===== src/i2c_pkg.sv =====
package i2c_pkg;

	// transfer result, reported by the engine and held by the controller
	typedef enum logic [1:0] {
		I2C_NO_ERR          = 2'd0,
		I2C_ERR_NO_ADDR_ACK = 2'd1, // slave did not answer its address
		I2C_ERR_NO_DATA_ACK = 2'd2  // slave refused a data byte
	} i2c_status_t;

	// host command word
	typedef struct packed {
		logic [7:0] slave_addr; // [7:1] address, [0] read
		logic [7:0] count;      // data bytes, at least 1
	} i2c_cmd_t;

	// sda level in the ninth bit slot
	localparam logic I2C_ACK = 1'b0;
	localparam logic I2C_NAK = 1'b1;

endpackage


===== src/i2c_scl_gen.sv =====
`timescale 1ns/100ps

module i2c_scl_gen #(
	parameter int SCL_DIV = 4
) (
	input  logic clk,
	input  logic rst_n,
	input  logic run,
	output logic scl,
	output logic scl_delay
);

	localparam int CW  = (SCL_DIV > 1) ? $clog2(SCL_DIV) : 1;
	localparam int DLY = (SCL_DIV > 1) ? SCL_DIV / 2 : 1;

	logic [CW-1:0]  div_cnt;
	logic [DLY-1:0] dly_line;

	always_ff @(posedge clk) begin
		if (!rst_n) begin
			div_cnt <= '0;
			scl     <= 1'b1;
		end else if (!run) begin
			div_cnt <= '0;
			scl     <= 1'b1; // parked high between transfers
		end else if (div_cnt == CW'(SCL_DIV - 1)) begin
			div_cnt <= '0;
			scl     <= ~scl;
		end else begin
			div_cnt <= div_cnt + 1'b1;
		end
	end

	// half a phase behind scl, marks the middle of the high phase
	always_ff @(posedge clk) begin
		if (!rst_n) begin
			dly_line <= '1;
		end else begin
			dly_line <= (dly_line << 1) | DLY'(scl);
		end
	end

	assign scl_delay = dly_line[DLY-1];

endmodule


===== src/i2c_byte_fifo.sv =====
`timescale 1ns/100ps

module i2c_byte_fifo #(
	parameter int FIFO_DEPTH = 16
) (
	input  logic       clk,
	input  logic       rst_n,
	input  logic       push,
	input  logic [7:0] wr_data,
	input  logic       pop,
	output logic [7:0] rd_data,
	output logic       full,
	output logic       empty
);

	localparam int AW = (FIFO_DEPTH > 1) ? $clog2(FIFO_DEPTH) : 1;

	logic [7:0]    mem [FIFO_DEPTH];
	logic [AW-1:0] wr_ptr;
	logic [AW-1:0] rd_ptr;
	logic [AW:0]   fill;
	logic          do_push;
	logic          do_pop;

	assign full    = (fill == (AW+1)'(FIFO_DEPTH));
	assign empty   = (fill == '0);
	assign do_push = push && !full;
	assign do_pop  = pop && !empty;

	always_ff @(posedge clk) begin
		if (!rst_n) begin
			wr_ptr <= '0;
			rd_ptr <= '0;
			fill   <= '0;
		end else begin
			if (do_push) begin
				wr_ptr <= (wr_ptr == AW'(FIFO_DEPTH - 1)) ? '0 : wr_ptr + 1'b1;
			end
			if (do_pop) begin
				rd_ptr <= (rd_ptr == AW'(FIFO_DEPTH - 1)) ? '0 : rd_ptr + 1'b1;
			end
			case ({do_push, do_pop})
				2'b10:   fill <= fill + 1'b1;
				2'b01:   fill <= fill - 1'b1;
				default: fill <= fill;
			endcase
		end
	end

	always_ff @(posedge clk) begin
		if (do_push) mem[wr_ptr] <= wr_data;
		if (do_pop) rd_data <= mem[rd_ptr]; // valid the cycle after pop
	end

	a_no_overflow: assert property (@(posedge clk) disable iff (!rst_n) !(push && full));
	a_no_underflow: assert property (@(posedge clk) disable iff (!rst_n) !(pop && empty));

endmodule


===== src/i2c_bit_engine.sv =====
`timescale 1ns/100ps

module i2c_bit_engine (
	input  logic                clk,
	input  logic                rst_n,
	input  logic                scl,
	input  logic                scl_delay,
	input  logic                sda_i,
	output logic                sda_o,
	output logic                sda_oe,
	input  logic [7:0]          slave_addr,
	input  logic [7:0]          tx_byte,
	output logic                byte_pop,
	output logic [7:0]          rx_byte,
	output logic                byte_push,
	input  logic [7:0]          remaining,
	input  logic                start,
	input  logic                stop,
	output logic                ack_done,
	output i2c_pkg::i2c_status_t status,
	output logic                bus_idle
);

	typedef enum logic [3:0] {
		ST_IDLE, ST_START, ST_START_OUT, ST_STOP_WAIT, ST_STOP, ST_STOP_OUT,
		ST_OUT_BIT, ST_CHECK_OUT, ST_IN_BIT, ST_CHECK_IN, ST_DATA_LOOP,
		ST_ACK, ST_WAIT
	} state_t;

	typedef enum logic [1:0] {STREAM_NONE, STREAM_ADDR, STREAM_RD, STREAM_WR} stream_t;

	state_t     state;
	stream_t    stream;
	logic [2:0] bit_cnt;
	logic [7:0] shift;
	logic       start_pend;
	logic       stop_pend;
	logic       sda_line;

	assign bus_idle = (state == ST_IDLE) && !start_pend && !stop_pend && !start && !stop;
	assign sda_line = sda_oe ? sda_o : 1'b1;

	always_ff @(posedge clk) begin
		if (!rst_n) begin
			state      <= ST_IDLE;
			stream     <= STREAM_NONE;
			bit_cnt    <= '0;
			shift      <= '0;
			rx_byte    <= '0;
			sda_o      <= 1'b1;
			sda_oe     <= 1'b0;
			byte_pop   <= 1'b0;
			byte_push  <= 1'b0;
			ack_done   <= 1'b0;
			status     <= i2c_pkg::I2C_NO_ERR;
			start_pend <= 1'b0;
			stop_pend  <= 1'b0;
		end else begin
			byte_pop  <= 1'b0;
			byte_push <= 1'b0;
			ack_done  <= 1'b0;
			status    <= i2c_pkg::I2C_NO_ERR;
			if (start) start_pend <= 1'b1;
			if (stop) stop_pend <= 1'b1;

			case (state)
				ST_START: if (scl) state <= ST_START_OUT;
				ST_START_OUT: begin
					if (scl_delay) begin
						sda_o   <= 1'b0; // start condition
						bit_cnt <= '0;
						stream  <= STREAM_ADDR;
						state   <= ST_OUT_BIT;
					end
				end
				ST_STOP_WAIT: begin
					if (!scl) begin
						sda_o  <= 1'b0;
						sda_oe <= 1'b1;
						state  <= ST_STOP;
					end
				end
				ST_STOP: if (scl) state <= ST_STOP_OUT;
				ST_STOP_OUT: begin
					if (scl_delay) begin
						sda_o  <= 1'b1; // stop condition, then release
						sda_oe <= 1'b0;
						stream <= STREAM_NONE;
						state  <= ST_IDLE;
					end
				end
				ST_OUT_BIT: begin
					if (!scl) begin
						if (bit_cnt == 3'd0) begin
							sda_o <= (stream == STREAM_ADDR) ? slave_addr[7] : tx_byte[7];
							shift <= (stream == STREAM_ADDR) ? {slave_addr[6:0], 1'b0}
							                                 : {tx_byte[6:0], 1'b0};
						end else begin
							sda_o <= shift[7];
							shift <= {shift[6:0], 1'b0};
						end
						sda_oe <= 1'b1;
						state  <= ST_DATA_LOOP;
					end
				end
				ST_CHECK_OUT: begin
					if (!scl) begin
						sda_oe <= 1'b0; // slave answers
						state  <= ST_ACK;
					end
				end
				ST_IN_BIT: begin
					if (!scl) begin
						sda_oe <= 1'b0;
						state  <= ST_DATA_LOOP;
					end
				end
				ST_CHECK_IN: begin
					if (!scl) begin
						// nak the last byte of a read
						sda_o  <= (remaining == 8'd0) ? i2c_pkg::I2C_NAK : i2c_pkg::I2C_ACK;
						sda_oe <= 1'b1;
						state  <= ST_ACK;
					end
				end
				ST_DATA_LOOP: begin
					if (scl) begin
						if (stream == STREAM_RD) begin
							rx_byte <= {rx_byte[6:0], sda_i};
							if (bit_cnt == 3'd7) byte_push <= 1'b1;
							state <= (bit_cnt == 3'd7) ? ST_CHECK_IN : ST_IN_BIT;
						end else begin
							state <= (bit_cnt == 3'd7) ? ST_CHECK_OUT : ST_OUT_BIT;
						end
						bit_cnt <= bit_cnt + 3'd1;
					end
				end
				ST_ACK: begin
					if (scl) begin
						ack_done <= 1'b1;
						case (stream)
							STREAM_ADDR: begin
								if (sda_i == i2c_pkg::I2C_ACK) begin
									byte_pop <= !slave_addr[0]; // prefetch first write byte
									stream   <= slave_addr[0] ? STREAM_RD : STREAM_WR;
									state    <= slave_addr[0] ? ST_IN_BIT : ST_OUT_BIT;
								end else begin
									status <= i2c_pkg::I2C_ERR_NO_ADDR_ACK;
									stream <= STREAM_NONE;
									state  <= ST_WAIT;
								end
							end
							STREAM_WR: begin
								if (sda_i == i2c_pkg::I2C_ACK) begin
									byte_pop <= 1'b1;
									state    <= ST_OUT_BIT;
								end else begin
									status <= i2c_pkg::I2C_ERR_NO_DATA_ACK;
									stream <= STREAM_NONE;
									state  <= ST_WAIT;
								end
							end
							STREAM_RD: state <= ST_IN_BIT;
							default:   state <= ST_WAIT;
						endcase
					end
				end
				default: begin
				end
			endcase

			// pending requests wait for their scl phase
			if (start_pend && !scl && state == ST_IDLE) begin
				sda_o      <= 1'b1;
				sda_oe     <= 1'b1;
				start_pend <= 1'b0;
				state      <= ST_START;
			end
			if (stop_pend && scl && !(state inside {ST_STOP_WAIT, ST_STOP, ST_STOP_OUT})) begin
				stop_pend <= 1'b0;
				state     <= ST_STOP_WAIT;
			end
		end
	end

	// data only moves while scl is low
	a_sda_stable: assert property (@(posedge clk) disable iff (!rst_n)
		(scl && $past(scl) && $past(state) != ST_START_OUT && $past(state) != ST_STOP_OUT)
		|-> $stable(sda_line));

endmodule


===== src/i2c_transfer_ctrl.sv =====
`timescale 1ns/100ps

module i2c_transfer_ctrl (
	input  logic                 clk,
	input  logic                 rst_n,
	input  logic                 cmd_req,
	input  i2c_pkg::i2c_cmd_t    cmd,
	output logic                 cmd_ack,
	output i2c_pkg::i2c_status_t status_out,
	output logic [7:0]           slave_addr,
	output logic [7:0]           remaining,
	output logic                 start,
	output logic                 stop,
	input  logic                 ack_done,
	input  i2c_pkg::i2c_status_t status,
	input  logic                 bus_idle,
	input  logic                 byte_pop,
	input  logic                 byte_push,
	output logic                 tx_pop,
	output logic                 scl_run
);

	typedef enum logic [1:0] {ST_IDLE, ST_RUN, ST_FINISH, ST_ACK} state_t;

	state_t state;
	logic   drain;
	logic   count_en;

	// unsent write bytes are flushed after a nak
	assign drain    = (state == ST_FINISH) && !slave_addr[0] && (remaining != 8'd0);
	assign tx_pop   = (byte_pop && (remaining != 8'd0)) || drain;
	assign count_en = (byte_pop || byte_push || drain) && (remaining != 8'd0);
	assign scl_run  = (state == ST_RUN) || (state == ST_FINISH && !bus_idle);

	always_ff @(posedge clk) begin
		if (!rst_n) begin
			state      <= ST_IDLE;
			cmd_ack    <= 1'b0;
			status_out <= i2c_pkg::I2C_NO_ERR;
			remaining  <= '0;
			start      <= 1'b0;
			stop       <= 1'b0;
		end else begin
			start <= 1'b0;
			stop  <= 1'b0;
			if (count_en) remaining <= remaining - 8'd1;

			case (state)
				ST_IDLE: begin
					if (cmd_req) begin
						remaining  <= cmd.count;
						status_out <= i2c_pkg::I2C_NO_ERR;
						start      <= 1'b1;
						state      <= ST_RUN;
					end
				end
				ST_RUN: begin
					if (ack_done) begin
						if (status != i2c_pkg::I2C_NO_ERR) begin
							status_out <= status; // first error wins
						end
						if (remaining == 8'd0 || status != i2c_pkg::I2C_NO_ERR) begin
							stop  <= 1'b1;
							state <= ST_FINISH;
						end
					end
				end
				ST_FINISH: begin
					if (bus_idle && !drain) begin
						cmd_ack <= 1'b1;
						state   <= ST_ACK;
					end
				end
				ST_ACK: begin
					if (!cmd_req) begin
						cmd_ack <= 1'b0;
						state   <= ST_IDLE;
					end
				end
				default: state <= ST_IDLE;
			endcase
		end
	end

	always_ff @(posedge clk) begin
		if (state == ST_IDLE && cmd_req) slave_addr <= cmd.slave_addr;
	end

	a_ack_with_req: assert property (@(posedge clk) disable iff (!rst_n)
		$rose(cmd_ack) |-> cmd_req);

endmodule


===== src/i2c_master_top.sv =====
`timescale 1ns/100ps

module i2c_master_top #(
	parameter int SCL_DIV    = 4,
	parameter int FIFO_DEPTH = 16
) (
	input  logic                 clk,
	input  logic                 rst_n,
	input  logic                 cmd_req,
	input  i2c_pkg::i2c_cmd_t    cmd,
	output logic                 cmd_ack,
	output i2c_pkg::i2c_status_t status,
	input  logic                 tx_push,
	input  logic [7:0]           tx_data,
	output logic                 tx_full,
	input  logic                 rx_pop,
	output logic [7:0]           rx_data,
	output logic                 rx_empty,
	output logic                 scl,
	output logic                 sda_o,
	output logic                 sda_oe,
	input  logic                 sda_i
);

	logic [7:0]           slave_addr;
	logic [7:0]           remaining;
	logic                 start;
	logic                 stop;
	logic                 ack_done;
	i2c_pkg::i2c_status_t eng_status;
	logic                 bus_idle;
	logic                 byte_pop;
	logic                 byte_push;
	logic                 tx_pop;
	logic                 scl_run;
	logic                 scl_delay;
	logic [7:0]           tx_byte;
	logic [7:0]           rx_wdata;

	i2c_transfer_ctrl u_ctrl (
		.clk(clk), .rst_n(rst_n), .cmd_req(cmd_req), .cmd(cmd), .cmd_ack(cmd_ack),
		.status_out(status), .slave_addr(slave_addr), .remaining(remaining),
		.start(start), .stop(stop), .ack_done(ack_done), .status(eng_status),
		.bus_idle(bus_idle), .byte_pop(byte_pop), .byte_push(byte_push),
		.tx_pop(tx_pop), .scl_run(scl_run)
	);

	i2c_bit_engine u_engine (
		.clk(clk), .rst_n(rst_n), .scl(scl), .scl_delay(scl_delay), .sda_i(sda_i),
		.sda_o(sda_o), .sda_oe(sda_oe), .slave_addr(slave_addr), .tx_byte(tx_byte),
		.byte_pop(byte_pop), .rx_byte(rx_wdata), .byte_push(byte_push),
		.remaining(remaining), .start(start), .stop(stop), .ack_done(ack_done),
		.status(eng_status), .bus_idle(bus_idle)
	);

	i2c_scl_gen #(.SCL_DIV(SCL_DIV)) u_scl_gen (
		.clk(clk), .rst_n(rst_n), .run(scl_run), .scl(scl), .scl_delay(scl_delay)
	);

	i2c_byte_fifo #(.FIFO_DEPTH(FIFO_DEPTH)) u_tx_fifo (
		.clk(clk), .rst_n(rst_n), .push(tx_push), .wr_data(tx_data), .pop(tx_pop),
		.rd_data(tx_byte), .full(tx_full), .empty()
	);

	i2c_byte_fifo #(.FIFO_DEPTH(FIFO_DEPTH)) u_rx_fifo (
		.clk(clk), .rst_n(rst_n), .push(byte_push), .wr_data(rx_wdata), .pop(rx_pop),
		.rd_data(rx_data), .full(), .empty(rx_empty)
	);

endmodule


===== config.mk =====
export PLATFORM = sky130hd
export DESIGN_NAME = i2c_master_top
export DESIGN_NICKNAME = d
export VERILOG_FILES = /design/src/i2c_pkg.sv /design/src/i2c_scl_gen.sv /design/src/i2c_byte_fifo.sv /design/src/i2c_bit_engine.sv /design/src/i2c_transfer_ctrl.sv /design/src/i2c_master_top.sv
export SDC_FILE = /design/constraint.sdc
export NUM_CORES = 1
export LEC_CHECK = 0
export ABC_AREA = 1
export BUFFER_PORTS_ARGS = -buffer_cell sky130_fd_sc_hd__buf_2
export CORE_UTILIZATION = 50
export DETAILED_ROUTE_END_ITERATION = 10
export GPL_ROUTABILITY_DRIVEN = 0
export PLACE_DENSITY = 0.77
export SYNTH_ARGS = -nofsm -noshare
export SYNTH_HDL_FRONTEND = slang
export SYNTH_HIERARCHICAL = 1
export SYNTH_SLANG_ARGS = --single-unit
export TNS_END_PERCENT = 5

===== constraint.sdc =====
create_clock -name clk -period 4.8 [get_ports clk]
set_input_delay 0.48 -clock clk [delete_from_list [all_inputs] [get_ports clk]]
set_output_delay 0.48 -clock clk [all_outputs]
set_load 0.01 [all_outputs]

# After elaboration in Yosys (flattened, before gate mapping)

Memories as Yosys holds them, arrays and structs flattened. A register that Yosys moved wholly into a read port is not among the register bits.
Index checks and enable logic that the tools add are counted.

Bits in registers: 88
Memory bits (writable): 256
Output and inout bits: 16
Logic and storage cells: 268
Memories: 2

Memory list:

| name          | words | width | read ports | clocked after memory_dff | wr ports | RTL line            | text |
|---|---|---|---|---|---|---|---|
| u_rx_fifo.mem | 16    | 8     | 1          | 1                        | 1        | i2c_byte_fifo.sv:18 | `logic [7:0] mem [FIFO_DEPTH];` |
| u_tx_fifo.mem | 16    | 8     | 1          | 1                        | 1        | i2c_byte_fifo.sv:18 |  |

Add/sub/neg operators: 11
Eq/ne operators: 60
Multiplexer cells: 80
Bitwise logic cells: 4
Reductions and logical operators: 81

Operators by type and width:

| kind                                                                    | count |
|---|---|
| 4-bit two-way mux                                                       | 17 |
| 8-bit two-way mux                                                       | 5 |
| 4-bit case mux with 9 select lines                                      | 1 |
| 4-bit equality test, second input constant                              | 8 |
| 2-bit two-way mux                                                       | 16 |
| 1-bit two-way mux                                                       | 26 |
| 2-bit inequality test, second input constant                            | 10 |
| 5-bit case mux with 2 select lines                                      | 2 |
| 10-bit AND reduction                                                    | 2 |
| 1-bit logical AND                                                       | 19 |
| 4-bit by 1-bit adder with 4-bit output, second input constant           | 4 |
| 4-bit by 3-bit equality test with 1-bit output, second input constant   | 4 |
| 4-bit by 1-bit inequality test with 1-bit output, second input constant | 4 |
| 3-bit AND reduction                                                     | 5 |
| 2-bit equality test, second input constant                              | 7 |
| 2-bit by 1-bit inequality test with 1-bit output, second input constant | 7 |
| 1-bit zero test                                                         | 13 |
| 4-bit inequality test, second input constant                            | 3 |
| 2-bit case mux with 2 select lines                                      | 3 |
| 4-bit case mux with 3 select lines                                      | 1 |
| 4-bit AND reduction                                                     | 3 |
| 6-bit AND reduction                                                     | 2 |
| 2-bit nonzero test                                                      | 6 |
| 11-bit nonzero test                                                     | 1 |
| 37 further kinds                                                        | 67 |

# Longest topological paths before layout

Word-level depth: 10
Depth in mapped cells: 19
Mapped depth without buffers: 19

# Hierarchy

The synthesis kept the hierarchy.

By module, submodules not included:

| module                     | instances | cells an instance | area each (um2) | seq. area each (um2) |
|---|---|---|---|---|
| i2c_byte_fifo at u_tx_fifo | 1         | 671               | 6,565.0         | 4,344.2 |
| i2c_byte_fifo at u_rx_fifo | 1         | 668               | 6,557.5         | 4,344.2 |
| i2c_bit_engine             | 1         | 297               | 1,819.2         | 660.6 |
| i2c_transfer_ctrl          | 1         | 174               | 1,316.3         | 540.5 |
| i2c_scl_gen                | 1         | 20                | 172.7           | 100.1 |

# Worst setup path after synthesis

No wires, ideal clock.

Path type: register -> register
Start: reg u_ctrl.state[0]
End: reg u_tx_fifo.fill[4]
Arrival: 2.442 ns
Required time: 4.691 ns
Setup slack: 2.250 ns
Stages on the path, launching flop included: 20
Path buffers: 0
Clock period less this slack: 2.550 ns
Cells stage by stage: dfxtp_1 > inv_1 > ha_1 > inv_2 > nor2_4 > nor2_1 > nor2_1 > nand2_1 > inv_1 > ha_1 > inv_1 > fa_1 > inv_1 > nand2_1 > nand2_1 > nand2_1 > o21ai_0 > nand3_1 > nand2_1 > inv_1

Word-level cells in the longest chain between the ends: 7
Elaborated cells on any way between the ends: 9

RTL lines:

| item                                                                                  | RTL line                | text |
|---|---|---|
| start: declaration                                                                    | i2c_transfer_ctrl.sv:25 | `state_t state;` |
| start signal: assignment                                                              | i2c_transfer_ctrl.sv:37 | `state <= ST_IDLE;` |
| start signal: assignment                                                              | i2c_transfer_ctrl.sv:54 | `state <= ST_RUN;` |
| start signal: assignment                                                              | i2c_transfer_ctrl.sv:64 | `state <= ST_FINISH;` |
| 2-bit equality test (*)                                                               | i2c_transfer_ctrl.sv:30 | `assign drain = (state == ST_FINISH) && !slave_addr[0] && (remaining != 8'd0);` |
| 1-bit logical AND (*) (2 in a row)                                                    | i2c_transfer_ctrl.sv:30 |  |
| 1-bit logical OR (*)                                                                  | i2c_transfer_ctrl.sv:31 | `assign tx_pop = (byte_pop && (remaining != 8'd0)) \|\| drain;` |
| net tx_pop                                                                            | i2c_master_top.sv:34    | `logic tx_pop;` |
| 1-bit logical AND (*)                                                                 | i2c_byte_fifo.sv:28     | `assign do_pop = pop && !empty;` |
| net u_tx_fifo.do_pop                                                                  | i2c_byte_fifo.sv:23     | `logic do_pop;` |
| 2-bit by 1-bit equality test with 1-bit output or 2-bit equality test (tied branches) | i2c_byte_fifo.sv:42     | `case ({do_push, do_pop})` |
| 5-bit case mux with 2 select lines or 2-bit nonzero test (tied branches)              | -                       |  |
| end signal: assignment                                                                | i2c_byte_fifo.sv:43     | `2'b10: fill <= fill + 1'b1;` |
| end signal: assignment                                                                | i2c_byte_fifo.sv:44     | `2'b01: fill <= fill - 1'b1;` |
| end signal: assignment                                                                | i2c_byte_fifo.sv:45     | `default: fill <= fill;` |
| end: declaration                                                                      | i2c_byte_fifo.sv:21     | `logic [AW:0] fill;` |

Mark *: on every way through the listed nets, which the timed path passes. The rest lies on a longest branch.
A chain may end at the register's enable or synchronous reset.

# Worst setup path after layout

Same ends and word-level chain as after synthesis.

==> key figures <==
Die
  – IO Pins: 46
  – Core box area: 31960 µm²
  – Die W: 183.2 µm
  – Initial Utilization: 0.5138
  – Full die area: 33580 µm²
  – Chip height: 183.2 µm
  – Site row count: 65

Worst setup path
  – CP required: 5.23 ns
  – R2R Path Start: u_ctrl/state[0]$_SDFFE_PN0P_
  – Flop2flop setup slack: 1.83 ns
  – Critical Path AT: 3.41 ns
  – CP Launch Type: flip-flop
  – Setup CP Type: flip-flop to flip-flop
  – Crit end category: flip-flop
  – Crit-path max FO: 11
  – R2R cell count: 19
  – Reg-to-reg endpoint: u_tx_fifo/fill[4]$_SDFFE_PN0P_

Global routing
  – Vias in the first global route: 11780
  – Grt ovf: 0
  – Antenna violations before repair: 0
  – Largest net degree at the start of global routing: 69
  – GRT Overall Usage: 0.2177
  – First-pass GRT wire length: 58.16 mm

Final layout
  – Most frequent cells in the layout: 595 x nand2_1, 280 x edfxtp_1, 240 x inv_1
  – Commonest non-fill, non-tap cell in the layout: nand2_1
  – Non-Filler Instances: 2327
  – Diodes inserted: 0
  – Final nets: 1923
  – Fillers: 2702
  – Share of cells above drive strength 1: 0.07030
  – Area Overhead vs Synth: 10.14%

Logic synthesis
  – Syn Std Cell Area: 16420 µm²
  – Warnings from Yosys: 6
  – Syn avg cell area: 8.984 µm²
  – Cell count after synthesis: 1828
  – Synth Net Count: 1888

Route
  – Final WL: 35.63 mm
  – Routed len/inst: 15.31 µm
  – DR pass1 iterations: 6
  – Detail Route Antenna Nets: 0
  – Vias per cell: 5.245
  – Drt initial violations: 1112
  – Vias: 12200
  – Detailed-route DRC error count: 0

Pwr
  – Switch share: 0.3291
  – P_sw: 2844 µW
  – Maximum VDD drop: 0.2899 mV
  – Part of the power in combinational logic: 0.258
  – Reg power frac: 0.430
  – Clock share of power: 0.312
  – Internal power: 5798 µW
  – Cell Pwr Density: 477.8 nW/µm²
  – Leakage Power: 0.007899 µW

STA
  – TNS Setup: 0 ns
  – Hold Worst Slack: 0.1218 ns
  – Crit share post-route: 0.6195
  – Worst setup margin: 1.826 ns
  – Tightest Pin Transition: 1.158 ns
  – RSZ-0062 raised after global routing: no
  – Fmax: 336.3 MHz
  – Setup violators final: 0
  – Final Hold Viols: 0
  – Tmin final: 2.974 ns
  – Slew Viols, Final: 0
  – Clk_skew: 0.02715 ns
  – Rel. slew slack: 0.2271

Min path
  – Hold Path Cell Cnt: 1
  – Hold crit path type: input port to flip-flop
  – WHS Endpoint: u_ctrl/slave_addr[1]$_DFFE_PP_
  – Min-delay src: cmd[9]

Clock tree
  – Clock Latency Late Sink: 0.54 ns
  – TritonCTS buffer count: 37
  – Reg clk slew, reported paths: 0.06 ns
  – Clock Tree Root: clkbuf_16
  – PostCTS Resize Cnt: 0
  – Htree depth: 2
  – Post-CTS Setup Inserts: 0
  – CTS tree: done
  – Max clock buf depth: 3
  – CTS sink cnt: 359
  – Hold_buf cts: 0

Place
  – Placed Cells: 2259
  – Hpwl dp: 22.32 mm
  – Port bufs: 45
  – Place WS: 1.846 ns

Outcome
  – Outcome: finished, final reports clean

Run
  – Max-capacitance violation count: 0
## area by class of cell
type | count | area, µm² | area share
flip-flops and latches | 359 | 9992 | 0.5524
multi-input cells | 1161 | 5195 | 0.2872
clock buffers | 50 | 974.7 | 0.05388
inverters | 255 | 962.2 | 0.05319
well taps | 435 | 544.3 | 0.03009
repair buffers | 49 | 255.2 | 0.01411
clock inverters | 18 | 165.2 | 0.009131
## state kept, by name, summed over array words and instances (netlist names), 7 cells and up
| register | flops |
|---|---|
| u_rx_fifo/mem | 128 |
| u_tx_fifo/mem | 128 |
| u_ctrl/remaining | 8 |
| u_ctrl/slave_addr | 8 |
| u_engine/rx_byte | 8 |
| u_rx_fifo/rd_data | 8 |
| u_tx_fifo/rd_data | 8 |
| u_engine/shift | 7 |
## critical path, stage by stage, from the launching register on
cell and delay, ns:
dfxtp_1 0.34, inv_1 0.09, ha_1 0.20, inv_2 0.07, nor2_4 0.12, nor2_1 0.05
nor2_1 0.16, nand2_1 0.15, inv_1 0.34, ha_1 0.34, inv_1 0.10, fa_1 0.40
inv_1 0.08, nand2_1 0.05, nand2_1 0.08, nand2_1 0.05, o21ai_0 0.07, nand3_1 0.08
nand2_1 0.07, inv_1 0.03
## per-stage QoR
stage	utilization	cell area [µm²]	total power (µW)
after global routing	0.5659	18090	9133
after global placement	0.5303	16950	5897
after floorplan	-	16420	5458
after CTS	0.5659	18090	8660
final	0.5659	18090	8642
after detailed placement	0.5303	16950	5966
## worst max path at each step
stage                                 start                        endpoint  slack, ns
4_1_cts        u_ctrl/state[0]$_SDFFE_PN0P_  u_tx_fifo/fill[4]$_SDFFE_PN0P_       1.82
3_5_place_dp   u_ctrl/state[0]$_SDFFE_PN0P_  u_tx_fifo/fill[4]$_SDFFE_PN0P_       1.85
6_report       u_ctrl/state[0]$_SDFFE_PN0P_  u_tx_fifo/fill[4]$_SDFFE_PN0P_       1.83
3_3_place_gp   u_ctrl/state[0]$_SDFFE_PN0P_  u_tx_fifo/fill[4]$_SDFFE_PN0P_       1.96
5_1_grt        u_ctrl/state[0]$_SDFFE_PN0P_  u_tx_fifo/fill[4]$_SDFFE_PN0P_       1.54
2_1_floorplan  u_ctrl/state[0]$_SDFFE_PN0P_  u_tx_fifo/fill[4]$_SDFFE_PN0P_       2.25
## power by group through the flow
stage	sequential (µW)	clock, µW	combinational [µW]
2_1_floorplan	3770	0	1690
3_3_place_gp	3770	0	2120
3_5_place_dp	3780	0	2180
4_1_cts	3720	2740	2200
5_1_grt	3740	2850	2540
6_report	3720	2700	2230
## layer usage
metal / up-vias / GRT usage / part of all wire
met1: 5692 / 0.2866 / 0.42
met2: 483 / 0.3665 / 0.48
met4: 0 / 0.07867 / 0.028
met5: - / 0 / 0
li1: 5932 / - / -
met3: 97 / 0.03217 / 0.070
(Power assumes the default switching activity.)
